<file path="src/design/ddr3_sched_macros.svh">
`ifndef DDR3_SCHED_MACROS_SVH
`define DDR3_SCHED_MACROS_SVH

// Device geometry
`define DDR3_BANKS     8
`define DDR3_BANK_BITS 3
`define DDR3_ROW_BITS  14
`define DDR3_COL_BITS  10

// Flat request address, bank in the top bits
`define DDR3_ADDR_BITS (`DDR3_BANK_BITS + `DDR3_ROW_BITS + `DDR3_COL_BITS)

// DDR3 timing in controller clock cycles
`define DDR3_T_RCD  3    // ACT to RD/WR
`define DDR3_T_RP   3    // PRE to ACT
`define DDR3_T_RAS  8    // ACT to PRE
`define DDR3_T_RFC  20   // REF recovery

// Refresh interval
`define DDR3_T_REFI 400

`endif

</file>
<file path="src/design/ddr3_sched_pkg.sv">
`include "ddr3_sched_macros.svh"

package ddr3_sched_pkg;

  // Commands as seen by the scheduler
  typedef enum logic [2:0] {
    NOP = 3'd0,
    ACT = 3'd1,
    RD  = 3'd2,
    WR  = 3'd3,
    PRE = 3'd4,
    REF = 3'd5
  } ddr3_cmd_e;

  // One request from the front end
  typedef struct packed {
    logic                       write;
    logic [`DDR3_ADDR_BITS-1:0] addr;   // Bank, row, column from the top
  } mem_req_t;

  // Command a bank machine wants issued
  typedef struct packed {
    ddr3_cmd_e                 cmd;
    logic [`DDR3_ROW_BITS-1:0] addr;   // Row for ACT, column for RD/WR
  } bank_cmd_t;

  // DFI command pins, strobes active low
  typedef struct packed {
    logic                       cs_n;
    logic                       ras_n;
    logic                       cas_n;
    logic                       we_n;
    logic [`DDR3_BANK_BITS-1:0] bank;
    logic [`DDR3_ROW_BITS-1:0]  addr;
  } dfi_cmd_t;

endpackage

</file>
<file path="src/design/ddr3_req_decode.sv">
`include "ddr3_sched_macros.svh"

module ddr3_req_decode (
  input  logic                        clock,
  input  logic                        reset,
  input  logic                        req_valid_i,
  output logic                        req_ready_o,
  input  ddr3_sched_pkg::mem_req_t    req_i,
  input  logic [`DDR3_BANKS-1:0]      bank_busy_i,
  input  logic                        refresh_pend_i,
  output logic [`DDR3_BANKS-1:0]      bank_load_o,
  output logic                        load_write_o,
  output logic [`DDR3_ROW_BITS-1:0]   load_row_o,
  output logic [`DDR3_COL_BITS-1:0]   load_col_o
);

  localparam logic [`DDR3_BANKS-1:0] BANK_ONE = 1;

  logic [`DDR3_BANK_BITS-1:0] req_bank;
  logic [`DDR3_ROW_BITS-1:0]  req_row;
  logic [`DDR3_COL_BITS-1:0]  req_col;
  logic                       accept;

  // Address split
  assign {req_bank, req_row, req_col} = req_i.addr;

  // A load strobe still in flight counts as busy, busy only rises after it
  assign req_ready_o = !refresh_pend_i
                    && !bank_busy_i[req_bank]
                    && !bank_load_o[req_bank];

  assign accept = req_valid_i && req_ready_o;

  always_ff @(posedge clock) begin
    if (reset) begin
      bank_load_o <= '0;
    end else begin
      bank_load_o <= accept ? (BANK_ONE << req_bank) : '0;   // One cycle strobe
    end
  end

  // Shared fields, only the strobed bank picks them up
  always_ff @(posedge clock) begin
    if (accept) begin
      load_write_o <= req_i.write;
      load_row_o   <= req_row;
      load_col_o   <= req_col;
    end
  end

  // Never hand a new operation to a bank that is still working on one
  assert property (@(posedge clock) disable iff (reset)
    (bank_load_o & bank_busy_i) == '0)
    else $error("load strobe sent to a busy bank");

endmodule

</file>
<file path="src/design/ddr3_bank_fsm.sv">
`include "ddr3_sched_macros.svh"

module ddr3_bank_fsm (
  input  logic                        clock,
  input  logic                        reset,
  input  logic                        load_i,
  input  logic                        load_write_i,
  input  logic [`DDR3_ROW_BITS-1:0]   load_row_i,
  input  logic [`DDR3_COL_BITS-1:0]   load_col_i,
  input  logic                        refresh_pend_i,
  input  logic                        cmd_grant_i,
  output logic                        cmd_req_o,
  output ddr3_sched_pkg::bank_cmd_t   cmd_o,
  output logic                        busy_o,
  output logic                        closed_o
);

  import ddr3_sched_pkg::*;

  localparam int CW = $clog2(`DDR3_T_RAS + 1);

  // Counters are loaded on the grant edge, so one less than the gap
  localparam logic [CW-1:0] RCD_LOAD = CW'(`DDR3_T_RCD - 1);
  localparam logic [CW-1:0] RP_LOAD  = CW'(`DDR3_T_RP - 1);
  localparam logic [CW-1:0] RAS_LOAD = CW'(`DDR3_T_RAS - 1);

  logic                      row_open;
  logic [`DDR3_ROW_BITS-1:0] open_row;

  // Operation waiting for its column command
  logic                      pending;
  logic                      tgt_write;
  logic [`DDR3_ROW_BITS-1:0] tgt_row;
  logic [`DDR3_COL_BITS-1:0] tgt_col;

  logic [CW-1:0]             trcd_cnt;
  logic [CW-1:0]             trp_cnt;
  logic [CW-1:0]             tras_cnt;

  logic                      req_hold;   // Requested last cycle, not granted
  ddr3_cmd_e                 held_cmd;
  ddr3_cmd_e                 next_cmd;
  logic                      next_ok;
  ddr3_cmd_e                 cmd_sel;
  logic [`DDR3_ROW_BITS-1:0] addr_sel;

  // Next step of the sequence, worked out from the open row
  always_comb begin
    next_cmd = NOP;
    next_ok  = 1'b0;
    if (refresh_pend_i) begin
      if (row_open) begin
        next_cmd = PRE;                      // Close the row for refresh
        next_ok  = (tras_cnt == '0);
      end
    end else if (pending) begin
      if (!row_open) begin
        next_cmd = ACT;
        next_ok  = (trp_cnt == '0);
      end else if (open_row == tgt_row) begin
        next_cmd = tgt_write ? WR : RD;      // Row hit
        next_ok  = (trcd_cnt == '0);
      end else begin
        next_cmd = PRE;                      // Row miss
        next_ok  = (tras_cnt == '0);
      end
    end
  end

  // A raised request stays as it is until granted
  assign cmd_req_o = req_hold || next_ok;
  assign cmd_sel   = req_hold ? held_cmd : next_cmd;

  always_comb begin
    case (cmd_sel)
      ACT:     addr_sel = tgt_row;
      RD, WR:  addr_sel = `DDR3_ROW_BITS'(tgt_col);   // A10 low, no auto precharge
      default: addr_sel = '0;                         // Single bank PRE
    endcase
  end

  assign cmd_o    = '{cmd: cmd_sel, addr: addr_sel};
  assign busy_o   = pending;
  assign closed_o = !row_open && (trp_cnt == '0);

  always_ff @(posedge clock) begin
    if (reset) begin
      row_open <= 1'b0;
      pending  <= 1'b0;
      req_hold <= 1'b0;
      held_cmd <= NOP;
      trcd_cnt <= '0;
      trp_cnt  <= '0;
      tras_cnt <= '0;
    end else begin
      req_hold <= cmd_req_o && !cmd_grant_i;
      held_cmd <= cmd_sel;

      if (trcd_cnt != '0) trcd_cnt <= trcd_cnt - 1'b1;
      if (trp_cnt != '0)  trp_cnt  <= trp_cnt - 1'b1;
      if (tras_cnt != '0) tras_cnt <= tras_cnt - 1'b1;

      if (load_i) begin
        pending <= 1'b1;
      end

      if (cmd_grant_i) begin
        case (cmd_sel)
          ACT: begin
            row_open <= 1'b1;
            trcd_cnt <= RCD_LOAD;
            tras_cnt <= RAS_LOAD;
          end
          PRE: begin
            row_open <= 1'b0;
            trp_cnt  <= RP_LOAD;
          end
          RD, WR:  pending <= 1'b0;   // Done, busy drops next cycle
          default: ;
        endcase
      end
    end
  end

  always_ff @(posedge clock) begin
    if (load_i) begin
      tgt_write <= load_write_i;
      tgt_row   <= load_row_i;
      tgt_col   <= load_col_i;
    end
    if (cmd_grant_i && cmd_sel == ACT) begin
      open_row <= tgt_row;
    end
  end

  assert property (@(posedge clock) disable iff (reset)
    cmd_req_o && (cmd_sel inside {RD, WR}) |-> row_open)
    else $error("column command requested on a closed bank");

  assert property (@(posedge clock) disable iff (reset)
    cmd_req_o && (cmd_sel == ACT) |-> !row_open)
    else $error("ACT requested while a row is open");

endmodule

</file>
<file path="src/design/ddr3_cmd_arb.sv">
`include "ddr3_sched_macros.svh"

module ddr3_cmd_arb (
  input  logic                        clock,
  input  logic                        reset,
  input  logic [`DDR3_BANKS-1:0]      cmd_req_i,
  input  ddr3_sched_pkg::bank_cmd_t   cmd_i [`DDR3_BANKS],
  input  logic [`DDR3_BANKS-1:0]      bank_closed_i,
  output logic [`DDR3_BANKS-1:0]      cmd_grant_o,
  output logic                        refresh_pend_o,
  output ddr3_sched_pkg::dfi_cmd_t    dfi_cmd_o
);

  import ddr3_sched_pkg::*;

  localparam int BB     = `DDR3_BANK_BITS;
  localparam int REFI_W = $clog2(`DDR3_T_REFI);
  localparam int RFC_W  = $clog2(`DDR3_T_RFC);

  localparam logic [REFI_W-1:0] REFI_LOAD = REFI_W'(`DDR3_T_REFI - 1);
  localparam logic [RFC_W-1:0]  RFC_LOAD  = RFC_W'(`DDR3_T_RFC - 1);

  logic [BB-1:0]     rr_ptr;      // Highest priority bank
  logic [BB-1:0]     win_idx;
  logic              win_vld;
  logic [REFI_W-1:0] refi_cnt;
  logic [RFC_W-1:0]  rfc_cnt;
  logic              ref_done;    // REF sent, waiting out tRFC
  logic              issue_ref;
  logic              grant_en;

  // Strobe pattern per command, cs_n always asserted
  function automatic dfi_cmd_t encode(ddr3_cmd_e cmd, logic [BB-1:0] bank,
                                      logic [`DDR3_ROW_BITS-1:0] addr);
    dfi_cmd_t d;
    d.cs_n = 1'b0;
    d.bank = bank;
    d.addr = addr;
    case (cmd)
      ACT:     {d.ras_n, d.cas_n, d.we_n} = 3'b011;
      RD:      {d.ras_n, d.cas_n, d.we_n} = 3'b101;
      WR:      {d.ras_n, d.cas_n, d.we_n} = 3'b100;
      PRE:     {d.ras_n, d.cas_n, d.we_n} = 3'b010;
      REF:     {d.ras_n, d.cas_n, d.we_n} = 3'b001;
      default: {d.ras_n, d.cas_n, d.we_n} = 3'b111;
    endcase
    return d;
  endfunction

  // First requester at or after the pointer
  always_comb begin
    logic [BB-1:0] idx;
    win_vld = 1'b0;
    win_idx = rr_ptr;
    for (int i = 0; i < `DDR3_BANKS; i++) begin
      idx = rr_ptr + BB'(i);   // Wraps with the bank count
      if (!win_vld && cmd_req_i[idx]) begin
        win_vld = 1'b1;
        win_idx = idx;
      end
    end
  end

  assign issue_ref = refresh_pend_o && !ref_done && (&bank_closed_i);
  assign grant_en  = !ref_done && !issue_ref;   // REF owns the bus

  always_comb begin
    cmd_grant_o = '0;
    if (grant_en && win_vld) begin
      cmd_grant_o[win_idx] = 1'b1;
    end
  end

  always_ff @(posedge clock) begin
    if (reset) begin
      rr_ptr         <= '0;
      refi_cnt       <= REFI_LOAD;
      rfc_cnt        <= '0;
      ref_done       <= 1'b0;
      refresh_pend_o <= 1'b0;
      dfi_cmd_o      <= encode(NOP, '0, '0);
    end else begin
      if (issue_ref) begin
        ref_done <= 1'b1;
        rfc_cnt  <= RFC_LOAD;
      end else if (ref_done) begin
        if (rfc_cnt == '0) begin
          ref_done       <= 1'b0;
          refresh_pend_o <= 1'b0;
        end else begin
          rfc_cnt <= rfc_cnt - 1'b1;
        end
      end

      // Interval timer comes last so a new period is never lost
      if (refi_cnt == '0) begin
        refi_cnt       <= REFI_LOAD;
        refresh_pend_o <= 1'b1;
      end else begin
        refi_cnt <= refi_cnt - 1'b1;
      end

      if (issue_ref) begin
        dfi_cmd_o <= encode(REF, '0, '0);
      end else if (|cmd_grant_o) begin
        dfi_cmd_o <= encode(cmd_i[win_idx].cmd, win_idx, cmd_i[win_idx].addr);
        rr_ptr    <= win_idx + 1'b1;
      end else begin
        dfi_cmd_o <= encode(NOP, '0, '0);
      end
    end
  end

  assert property (@(posedge clock) disable iff (reset) $onehot0(cmd_grant_o))
    else $error("more than one bank granted");

endmodule

</file>
<file path="src/design/ddr3_sched.sv">
`include "ddr3_sched_macros.svh"

module ddr3_sched (
  input  logic                        clock,
  input  logic                        reset,
  input  logic                        req_valid_i,
  output logic                        req_ready_o,
  input  ddr3_sched_pkg::mem_req_t    req_i,
  output ddr3_sched_pkg::dfi_cmd_t    dfi_cmd_o
);

  import ddr3_sched_pkg::*;

  logic [`DDR3_BANKS-1:0]    bank_load;
  logic [`DDR3_BANKS-1:0]    bank_busy;
  logic [`DDR3_BANKS-1:0]    bank_closed;
  logic [`DDR3_BANKS-1:0]    cmd_req;
  logic [`DDR3_BANKS-1:0]    cmd_grant;
  logic                      load_write;
  logic [`DDR3_ROW_BITS-1:0] load_row;
  logic [`DDR3_COL_BITS-1:0] load_col;
  logic                      refresh_pend;
  bank_cmd_t                 bank_cmd [`DDR3_BANKS];

  ddr3_req_decode u_decode (
    .clock          (clock),
    .reset          (reset),
    .req_valid_i    (req_valid_i),
    .req_ready_o    (req_ready_o),
    .req_i          (req_i),
    .bank_busy_i    (bank_busy),
    .refresh_pend_i (refresh_pend),
    .bank_load_o    (bank_load),
    .load_write_o   (load_write),
    .load_row_o     (load_row),
    .load_col_o     (load_col)
  );

  // One machine per bank, load fields shared
  for (genvar g = 0; g < `DDR3_BANKS; g++) begin : g_bank
    ddr3_bank_fsm u_bank (
      .clock          (clock),
      .reset          (reset),
      .load_i         (bank_load[g]),
      .load_write_i   (load_write),
      .load_row_i     (load_row),
      .load_col_i     (load_col),
      .refresh_pend_i (refresh_pend),
      .cmd_grant_i    (cmd_grant[g]),
      .cmd_req_o      (cmd_req[g]),
      .cmd_o          (bank_cmd[g]),
      .busy_o         (bank_busy[g]),
      .closed_o       (bank_closed[g])
    );
  end

  ddr3_cmd_arb u_arb (
    .clock          (clock),
    .reset          (reset),
    .cmd_req_i      (cmd_req),
    .cmd_i          (bank_cmd),
    .bank_closed_i  (bank_closed),
    .cmd_grant_o    (cmd_grant),
    .refresh_pend_o (refresh_pend),
    .dfi_cmd_o      (dfi_cmd_o)
  );

endmodule

</file>
<file path="config.mk">
export PLATFORM = sky130hd
export DESIGN_NAME = ddr3_sched
export DESIGN_NICKNAME = d
export VERILOG_FILES = /design/src/design/ddr3_sched_pkg.sv /design/src/design/ddr3_req_decode.sv /design/src/design/ddr3_bank_fsm.sv /design/src/design/ddr3_cmd_arb.sv /design/src/design/ddr3_sched.sv
export VERILOG_INCLUDE_DIRS = /design/src /design/src/design
export SDC_FILE = /design/constraint.sdc
export NUM_CORES = 1
export LEC_CHECK = 0
export ABC_AREA = 1
export BUFFER_PORTS_ARGS = -buffer_cell sky130_fd_sc_hd__clkbuf_2
export CAP_MARGIN = 10
export CORE_MARGIN = 5
export CORE_UTILIZATION = 68
export DETAILED_ROUTE_END_ITERATION = 6
export PLACE_DENSITY = 0.87
export SLEW_MARGIN = 40
export SYNTH_ARGS = -nofsm -noshare
export SYNTH_HDL_FRONTEND = slang
export SYNTH_HIERARCHICAL = 1
export SYNTH_SLANG_ARGS = --single-unit
</file>
<file path="constraint.sdc">
create_clock -name clock -period 6.46 [get_ports clock]
set_clock_uncertainty 0.15 [all_clocks]
set_input_delay 0.323 -clock clock [delete_from_list [all_inputs] [get_ports clock]]
set_output_delay 0.323 -clock clock [all_outputs]
set_load 0.05 [all_outputs]
</file>
==> impl_results.md, run 1 <==
- Status: finished, final reports clean
- Placed wire-length estimate: 45100 microns
- Largest net degree at the start of global routing: 59
- Worst vdd ir: 0.576 mV
- Ys flop type: edfxtp_1
- Final nets: 3106
- Arr. time, crit path: 5.75 ns
- Hold Violations, Final: 0
- Slew Viols, Final: 0
- Vias in the first global route: 20400
- Height of the die: 203 microns
- Crit path largest cell delay: 0.61 ns
- Total power density per cell area: 434 nW/um^2
- Core Region: 36700 sq um
- Min Clock Period, post-route: 5.60 ns
- Hold_sp: reset
- Syn nets: 2992
- Layout cell share with drive strength beyond 1: 0.130
- First-pass DRT Iterations: 6
- Die Wd: 203 microns
- Fraction of registers with async set/reset: 0
- Final core occ: 0.767
- Initial antenna violation count: 0
- Leak: 12.3 nW
- EDFF count, synth: 337
- CTS max path bufs: 3
- Fillers: 2323
- Worst-path clk slew: 0.06 ns
- Port Buffer Count: 51
- Final Wtd Congestion: 0.951
- Post-CTS Setup Bufs: 0
- Critical path class: flip-flop to flip-flop
- Ant. Diodes: 0
- Worst Max-Slew Pin Slew: 0.850 ns
- Synth Warn #: 6
- Slew margin rel.: 0.432
- Seq/Total Area, Yosys: 0.551
- First-pass GRT wire length: 104000 microns
- Worst Path Max Fanout: 35
- Initial Util: 0.690
- Remaining antenna violation count: 0
- Drt drc: 0
- Synth unique cells: 47
- R2r startpoint: g_bank[0].u_bank/tgt_row[4]
- H-tree depth: 2
- Worst Path Required: 6.61 ns
- Routed WL: 66900 microns
- Vias: 20600
- Worst min path class: primary input to flip-flop
- Setup TNS: 0 ns
- TritonCTS clock tree: built
- Worst Setup End Kind: flip-flop
- Tcrit/Tclk final: 0.867
- WL per Instance: 18.8 microns
- Critical Path Source Type: flip-flop
- RSZ-0062 raised after global routing: false
- DRT iter0 DRCs: 2450
- CTS buffer count: 53
- Grt total ovfl: 0
- Worst skew pair latency: 0.63 ns
- CTS sink count: 528
- Critical path's slowest cell: nor2_1
- Die Area: 41200 sq um
- #FFs+latches synth: 528
- Final setup violation count: 0
- CP Launch Point: g_bank[0].u_bank/tgt_row[4]
- Vias per cell: 5.78
- P&R area growth vs syn: 11.2%
- # IOs: 53
- Max-cap check violation count: 0
- Fmax: 178 MHz
- Rows: 70
- Synth Cell Area: 25300 sq um
- Root buffer cell: clkbuf_16
- Average size of a mapped cell: 8.63 sq um
- Gate Count Post-Synth: 2931
- Cell mode on critical path: nand2_1
- Power, Total: 12.2 mW
- Gr usage total: 0.321
-- cell type report --
type	instances	area [sq um]	area share
Clock buffer	67	1530	0.0543
Clock inverter	32	310	0.0110
Tap cell	468	586	0.0208
Multi-Input combinational cell	1938	9430	0.335
Sequential cell	528	13900	0.496
Inverter	415	1560	0.0554
Timing Repair Buffer	109	773	0.0275
-- per-stage QoR --
stage	instance area, sq um	cells	hold WS (ns)	worst slack (ns)
after global routing	28100	3557	0.0530	0.505
after global placement	26000	3426	0.225	1.32
final	28100	3557	0.0493	0.857
after floorplan	25300	2931	0.216	2.01
after CTS	28100	3557	0.0158	1.02
after detailed placement	26000	3426	0.228	1.12
-- flip-flops by register name, indices dropped and copies added, names as in the netlist, 9 cells and up --
signal and flops:
u_decode/load_row_o 14, g_bank.u_bank/tras_cnt 32, u_decode/load_col_o 10, g_bank.u_bank/tgt_row 112, u_arb/refi_cnt 9, g_bank.u_bank/trcd_cnt 32, g_bank.u_bank/trp_cnt 32, u_arb/dfi_cmd_o 20
g_bank.u_bank/tgt_col 80, g_bank.u_bank/open_row 112, g_bank.u_bank/held_cmd 24
-- worst paths after layout --
kind	to	slack (ns)	cells after the start
setup / recovery	g_bank[0].u_bank/open_row[8]	0.86	26
hold / removal	g_bank[3].u_bank/held_cmd[2]	0.05	2
setup reg to reg	g_bank[0].u_bank/open_row[8]	0.86	26
hold reg to reg	u_arb/refi_cnt[0]	0.24	1
-- synthesized netlist by cell type, types with 9 or more instances --
master	count	area (sq um)
nand2_1	947	3550
inv_1	344	1290
edfxtp_1	337	10100
nor2_1	290	1090
dfxtp_1	191	3820
a21oi_1	133	666
nand3_1	118	591
inv_2	69	259
nand2_2	59	369
o21ai_0	57	285
xnor2_1	42	368
o21ai_2	40	350
xor2_1	40	350
ha_1	30	375
nor3_1	28	140
o21ai_1	22	110
nor2_2	21	131
buf_6	20	225
nand4_1	15	93.8
a22oi_1	14	105
clkbuf_1	12	45.0
nor2_4	12	135
buf_2	11	55.1
o31ai_1	9	67.6
-- power by group --
part           internal (mW)  total (mW)  switching (mW)
registers               3.93        4.20           0.271
logic                   1.36        4.80            3.43
clock network           1.85        3.20            1.35
-- cells in the final DEF, fill, tap and decap left out, types with 42 or more instances in the layout --
cell / count
o21ai_0: 57
inv_1: 344
a21oi_1: 133
clkbuf_16: 59
clkbuf_2: 50
nand2_1: 947
nand2_2: 59
nand3_1: 118
nor2_1: 290
xnor2_1: 42
edfxtp_1: 337
dfxtp_1: 191
inv_2: 69
-- cells by family after synthesis --
logic type | share of synthesized area
AO/OA/AOI/OAI | 0.0793
XOR/XNOR | 0.0290
adder cells (fa/ha/maj) | 0.0148
buffers and inverters | 0.0765
flip-flops | 0.551
other | 0.000148
AND/OR/NAND/NOR | 0.249
-- per-layer routing --
metal  vias up  GRT usage  share of wire
met2      1185      0.545           0.48
met3       281     0.0473          0.092
met1      9508      0.391           0.36
met4         0      0.191          0.065
met5         -          0              0
li1       9583          -              -
-- timing repair --
action	4_1_cts	5_1_grt
setup endpoints to repair	0	0
hold endpoints to repair	33	0
resized for setup	0	0
hold buffers	32	0
-- worst max-delay path: cells and delay by family (launching register included) --
| kind | cells | cell delay (ns) |
|---|---|---|
| AO/OA/AOI/OAI | 2 | 0.17 |
| AND/OR/NAND/NOR | 22 | 4.03 |
| buffers and inverters | 2 | 0.47 |
| flip-flops | 1 | 0.42 |
Power figures use the tool's default switching activity.
==> run 2, diff against run 1 <==
Settings changed: CELL_PAD_IN_SITES_DETAIL_PLACEMENT from default to 1, CELL_PAD_IN_SITES_GLOBAL_PLACEMENT from default to 1, CORE_UTILIZATION 68 to 52.
==> impl_results.md, run 2 (synthesized netlist as in run 1, its figures left out) <==
- Top flop regs: g_bank.u_bank/open_row: 112 flops, g_bank.u_bank/tgt_row: 112 flops, g_bank.u_bank/tgt_col: 80 flops (unchanged)
- Worst min path class: primary input to flip-flop (unchanged)
- Total power density per cell area: 444 nW/um^2 (was 434 nW/um^2)
- Slew margin rel.: 0.466 (was 0.432)
- Height of the die: 231 microns (was 203 microns)
- Critical Path Source Type: flip-flop (unchanged)
- Final nets: 3103 (was 3106)
- Post-CTS Setup Bufs: 0 (unchanged)
- Max-cap check violation count: 0 (unchanged)
- Gr usage total: 0.317 (was 0.321)
- Layout cell share with drive strength beyond 1: 0.128 (was 0.130)
- Worst-path clk slew: 0.07 ns (was 0.06 ns)
- Drt drc: 0 (unchanged)
- WL per Instance: 23.2 microns (was 18.8 microns)
- Flop-to-flop setup slack: 0.35 ns (was 0.86 ns)
- # IOs: 53 (unchanged)
- Initial Util: 0.528 (was 0.690)
- Hold depth: 2 (unchanged)
- Slew Viols, Final: 0 (unchanged)
- P&R area growth vs syn: 11.6% (was 11.2%)
- Min Clock Period, post-route: 6.11 ns (was 5.60 ns)
- Initial antenna violation count: 1 (was 0)
- Critical path's slowest cell: inv_2 (was nor2_1)
- Final Wtd Congestion: 0.862 (was 0.951)
- Cell mode on critical path: nand2_1 (unchanged)
- Largest net degree at the start of global routing: 43 (was 59)
- First-pass DRT Iterations: 6 (unchanged)
- Hold_sp: reset (unchanged)
- Leading cell type in the layout, fill and taps excluded: nand2_1 (unchanged)
- Arr. time, crit path: 6.45 ns (was 5.75 ns)
- Core Region: 47900 sq um (was 36700 sq um)
- Setup TNS: 0 ns (unchanged)
- First-pass GRT wire length: 132000 microns (was 104000 microns)
- Vias in the first global route: 23100 (was 20400)
- Final setup violation count: 0 (unchanged)
- Placed wire-length estimate: 55000 microns (was 45100 microns)
- Most frequent cells in the layout: nand2_1, inv_1, edfxtp_1, nor2_1, dfxtp_1 (unchanged)
- CTS sink count: 528 (unchanged)
- Port Buffer Count: 51 (unchanged)
- Remaining antenna violation count: 0 (unchanged)
- CTS buffer count: 56 (was 53)
- H-tree depth: 2 (unchanged)
- Die Wd: 231 microns (was 203 microns)
- Grt total ovfl: 0 (unchanged)
- Worst Path Required: 6.79 ns (was 6.61 ns)
- R2r startpoint: g_bank[2].u_bank/tgt_row[4] (was g_bank[0].u_bank/tgt_row[4])
- Worst Path Max Fanout: 39 (was 35)
- Crit path largest cell delay: 0.68 ns (was 0.61 ns)
- Hold Crit Endpoint: g_bank[4].u_bank/held_cmd[1] (was g_bank[3].u_bank/held_cmd[2])
- Rows: 80 (was 70)
- Hold Violations, Final: 0 (unchanged)
- Vias per cell: 5.80 (was 5.78)
- Root buffer cell: clkbuf_16 (unchanged)
- Vias: 21500 (was 20600)
- Reg-to-Reg End: u_arb/dfi_cmd_o[11] (was g_bank[0].u_bank/open_row[8])
- Worst skew pair latency: 0.63 ns (about the same)
- DRT iter0 DRCs: 1795 (was 2450)
- Power, Total: 12.5 mW (was 12.2 mW)
- Routed WL: 85900 microns (was 66900 microns)
- TritonCTS clock tree: built (unchanged)
- RSZ-0062 raised after global routing: false (unchanged)
- Leak: 12.2 nW (was 12.3 nW)
- FF-to-FF path depth: 31 (was 26)
- Status: finished, final reports clean (unchanged)
- CTS max path bufs: 3 (unchanged)
- Worst Max-Slew Pin Slew: 0.798 ns (was 0.850 ns)
- Fmax: 164 MHz (was 178 MHz)
- Critical path class: flip-flop to flip-flop (unchanged)
- Worst vdd ir: 0.353 mV (was 0.576 mV)
- Tcrit/Tclk final: 0.946 (was 0.867)
- Die Area: 53200 sq um (was 41200 sq um)
- Worst Setup End Kind: flip-flop (unchanged)
-- run 2: cell types whose count changed in the layout (fill, tap and decap cells not counted), moves of 3 or more --
cell,previous run,this run
clkbuf_1,6,15
inv_4,4,0
clkbuf_8,2,12
clkinv_4,3,0
clkbuf_16,59,56
buf_4,27,24
dlygate4sd3_1,32,29
-- run 2: cell type report --
| class | count | area [sq um] |
|---|---|---|
| Clock buffer | 83 | 1620 |
| Sequential cell | 528 | 13900 |
| Inverter | 415 | 1560 |
| Antenna cell | 1 | 2.50 |
| Timing Repair Buffer | 103 | 721 |
| Fill cell | 5545 | 19700 |
| Clock inverter | 21 | 186 |
| Tap cell | 615 | 769 |
| Multi-Input combinational cell | 1938 | 9430 |
-- run 2: how the worst max path moves through the flow --
stage	startpoint	to	slack, ns	cells past startpoint
after floorplan	g_bank[2].u_bank/tgt_row[13]	g_bank[1].u_bank/open_row[0]	2.01	29
after global placement	g_bank[0].u_bank/tgt_row[4]	g_bank[1].u_bank/open_row[5]	0.87	30
after detailed placement	g_bank[2].u_bank/tgt_row[4]	g_bank[1].u_bank/open_row[3]	0.77	30
after CTS	g_bank[2].u_bank/tgt_row[4]	u_arb/dfi_cmd_o[11]	0.48	31
after global routing	g_bank[2].u_bank/tgt_row[4]	u_arb/dfi_cmd_o[11]	0.06	31
final	g_bank[2].u_bank/tgt_row[4]	u_arb/dfi_cmd_o[11]	0.35	31
-- run 2: what timing repair did --
action,CTS,global route
hold endpoints to repair,31,0
hold buffers,29,0
gates resized for setup,0,0
-- run 2: power breakdown --
group	internal, mW	switching, mW
Combinational	1.32	3.69
Clock	1.85	1.43
Sequential	3.93	0.295
-- run 2: through the flow --
| stage | util | hold WS (ns) | std cells | worst slack (ns) | cell area, sq um |
|---|---|---|---|---|---|
| after floorplan | - | 0.216 | 2931 | 2.01 | 25300 |
| after global placement | 0.545 | 0.224 | 3570 | 0.871 | 26100 |
| after detailed placement | 0.545 | 0.236 | 3570 | 0.771 | 26100 |
| after CTS | 0.589 | 0.000910 | 3703 | 0.479 | 28200 |
| after global routing | 0.589 | 0.00725 | 3703 | 0.0644 | 28200 |
| final | 0.589 | 0.0113 | 3704 | 0.346 | 28200 |
-- run 2: critical path, delay by kind of cell, from the launching register on --
| kind | cells | cell delay, ns |
|---|---|---|
| buffers and inverters | 3 | 1.26 |
| AO/OA/AOI/OAI | 4 | 0.68 |
| AND/OR/NAND/NOR | 24 | 3.39 |
| flip-flops | 1 | 0.46 |
-- run 2: routing by layer --
layer  up-vias  wire (microns)  track usage
li1       9582               -            -
met1     10500           32100        0.370
met2      1037           42700        0.559
met3       321            5670       0.0519
met4         0            5430        0.171
met5         -               0            0
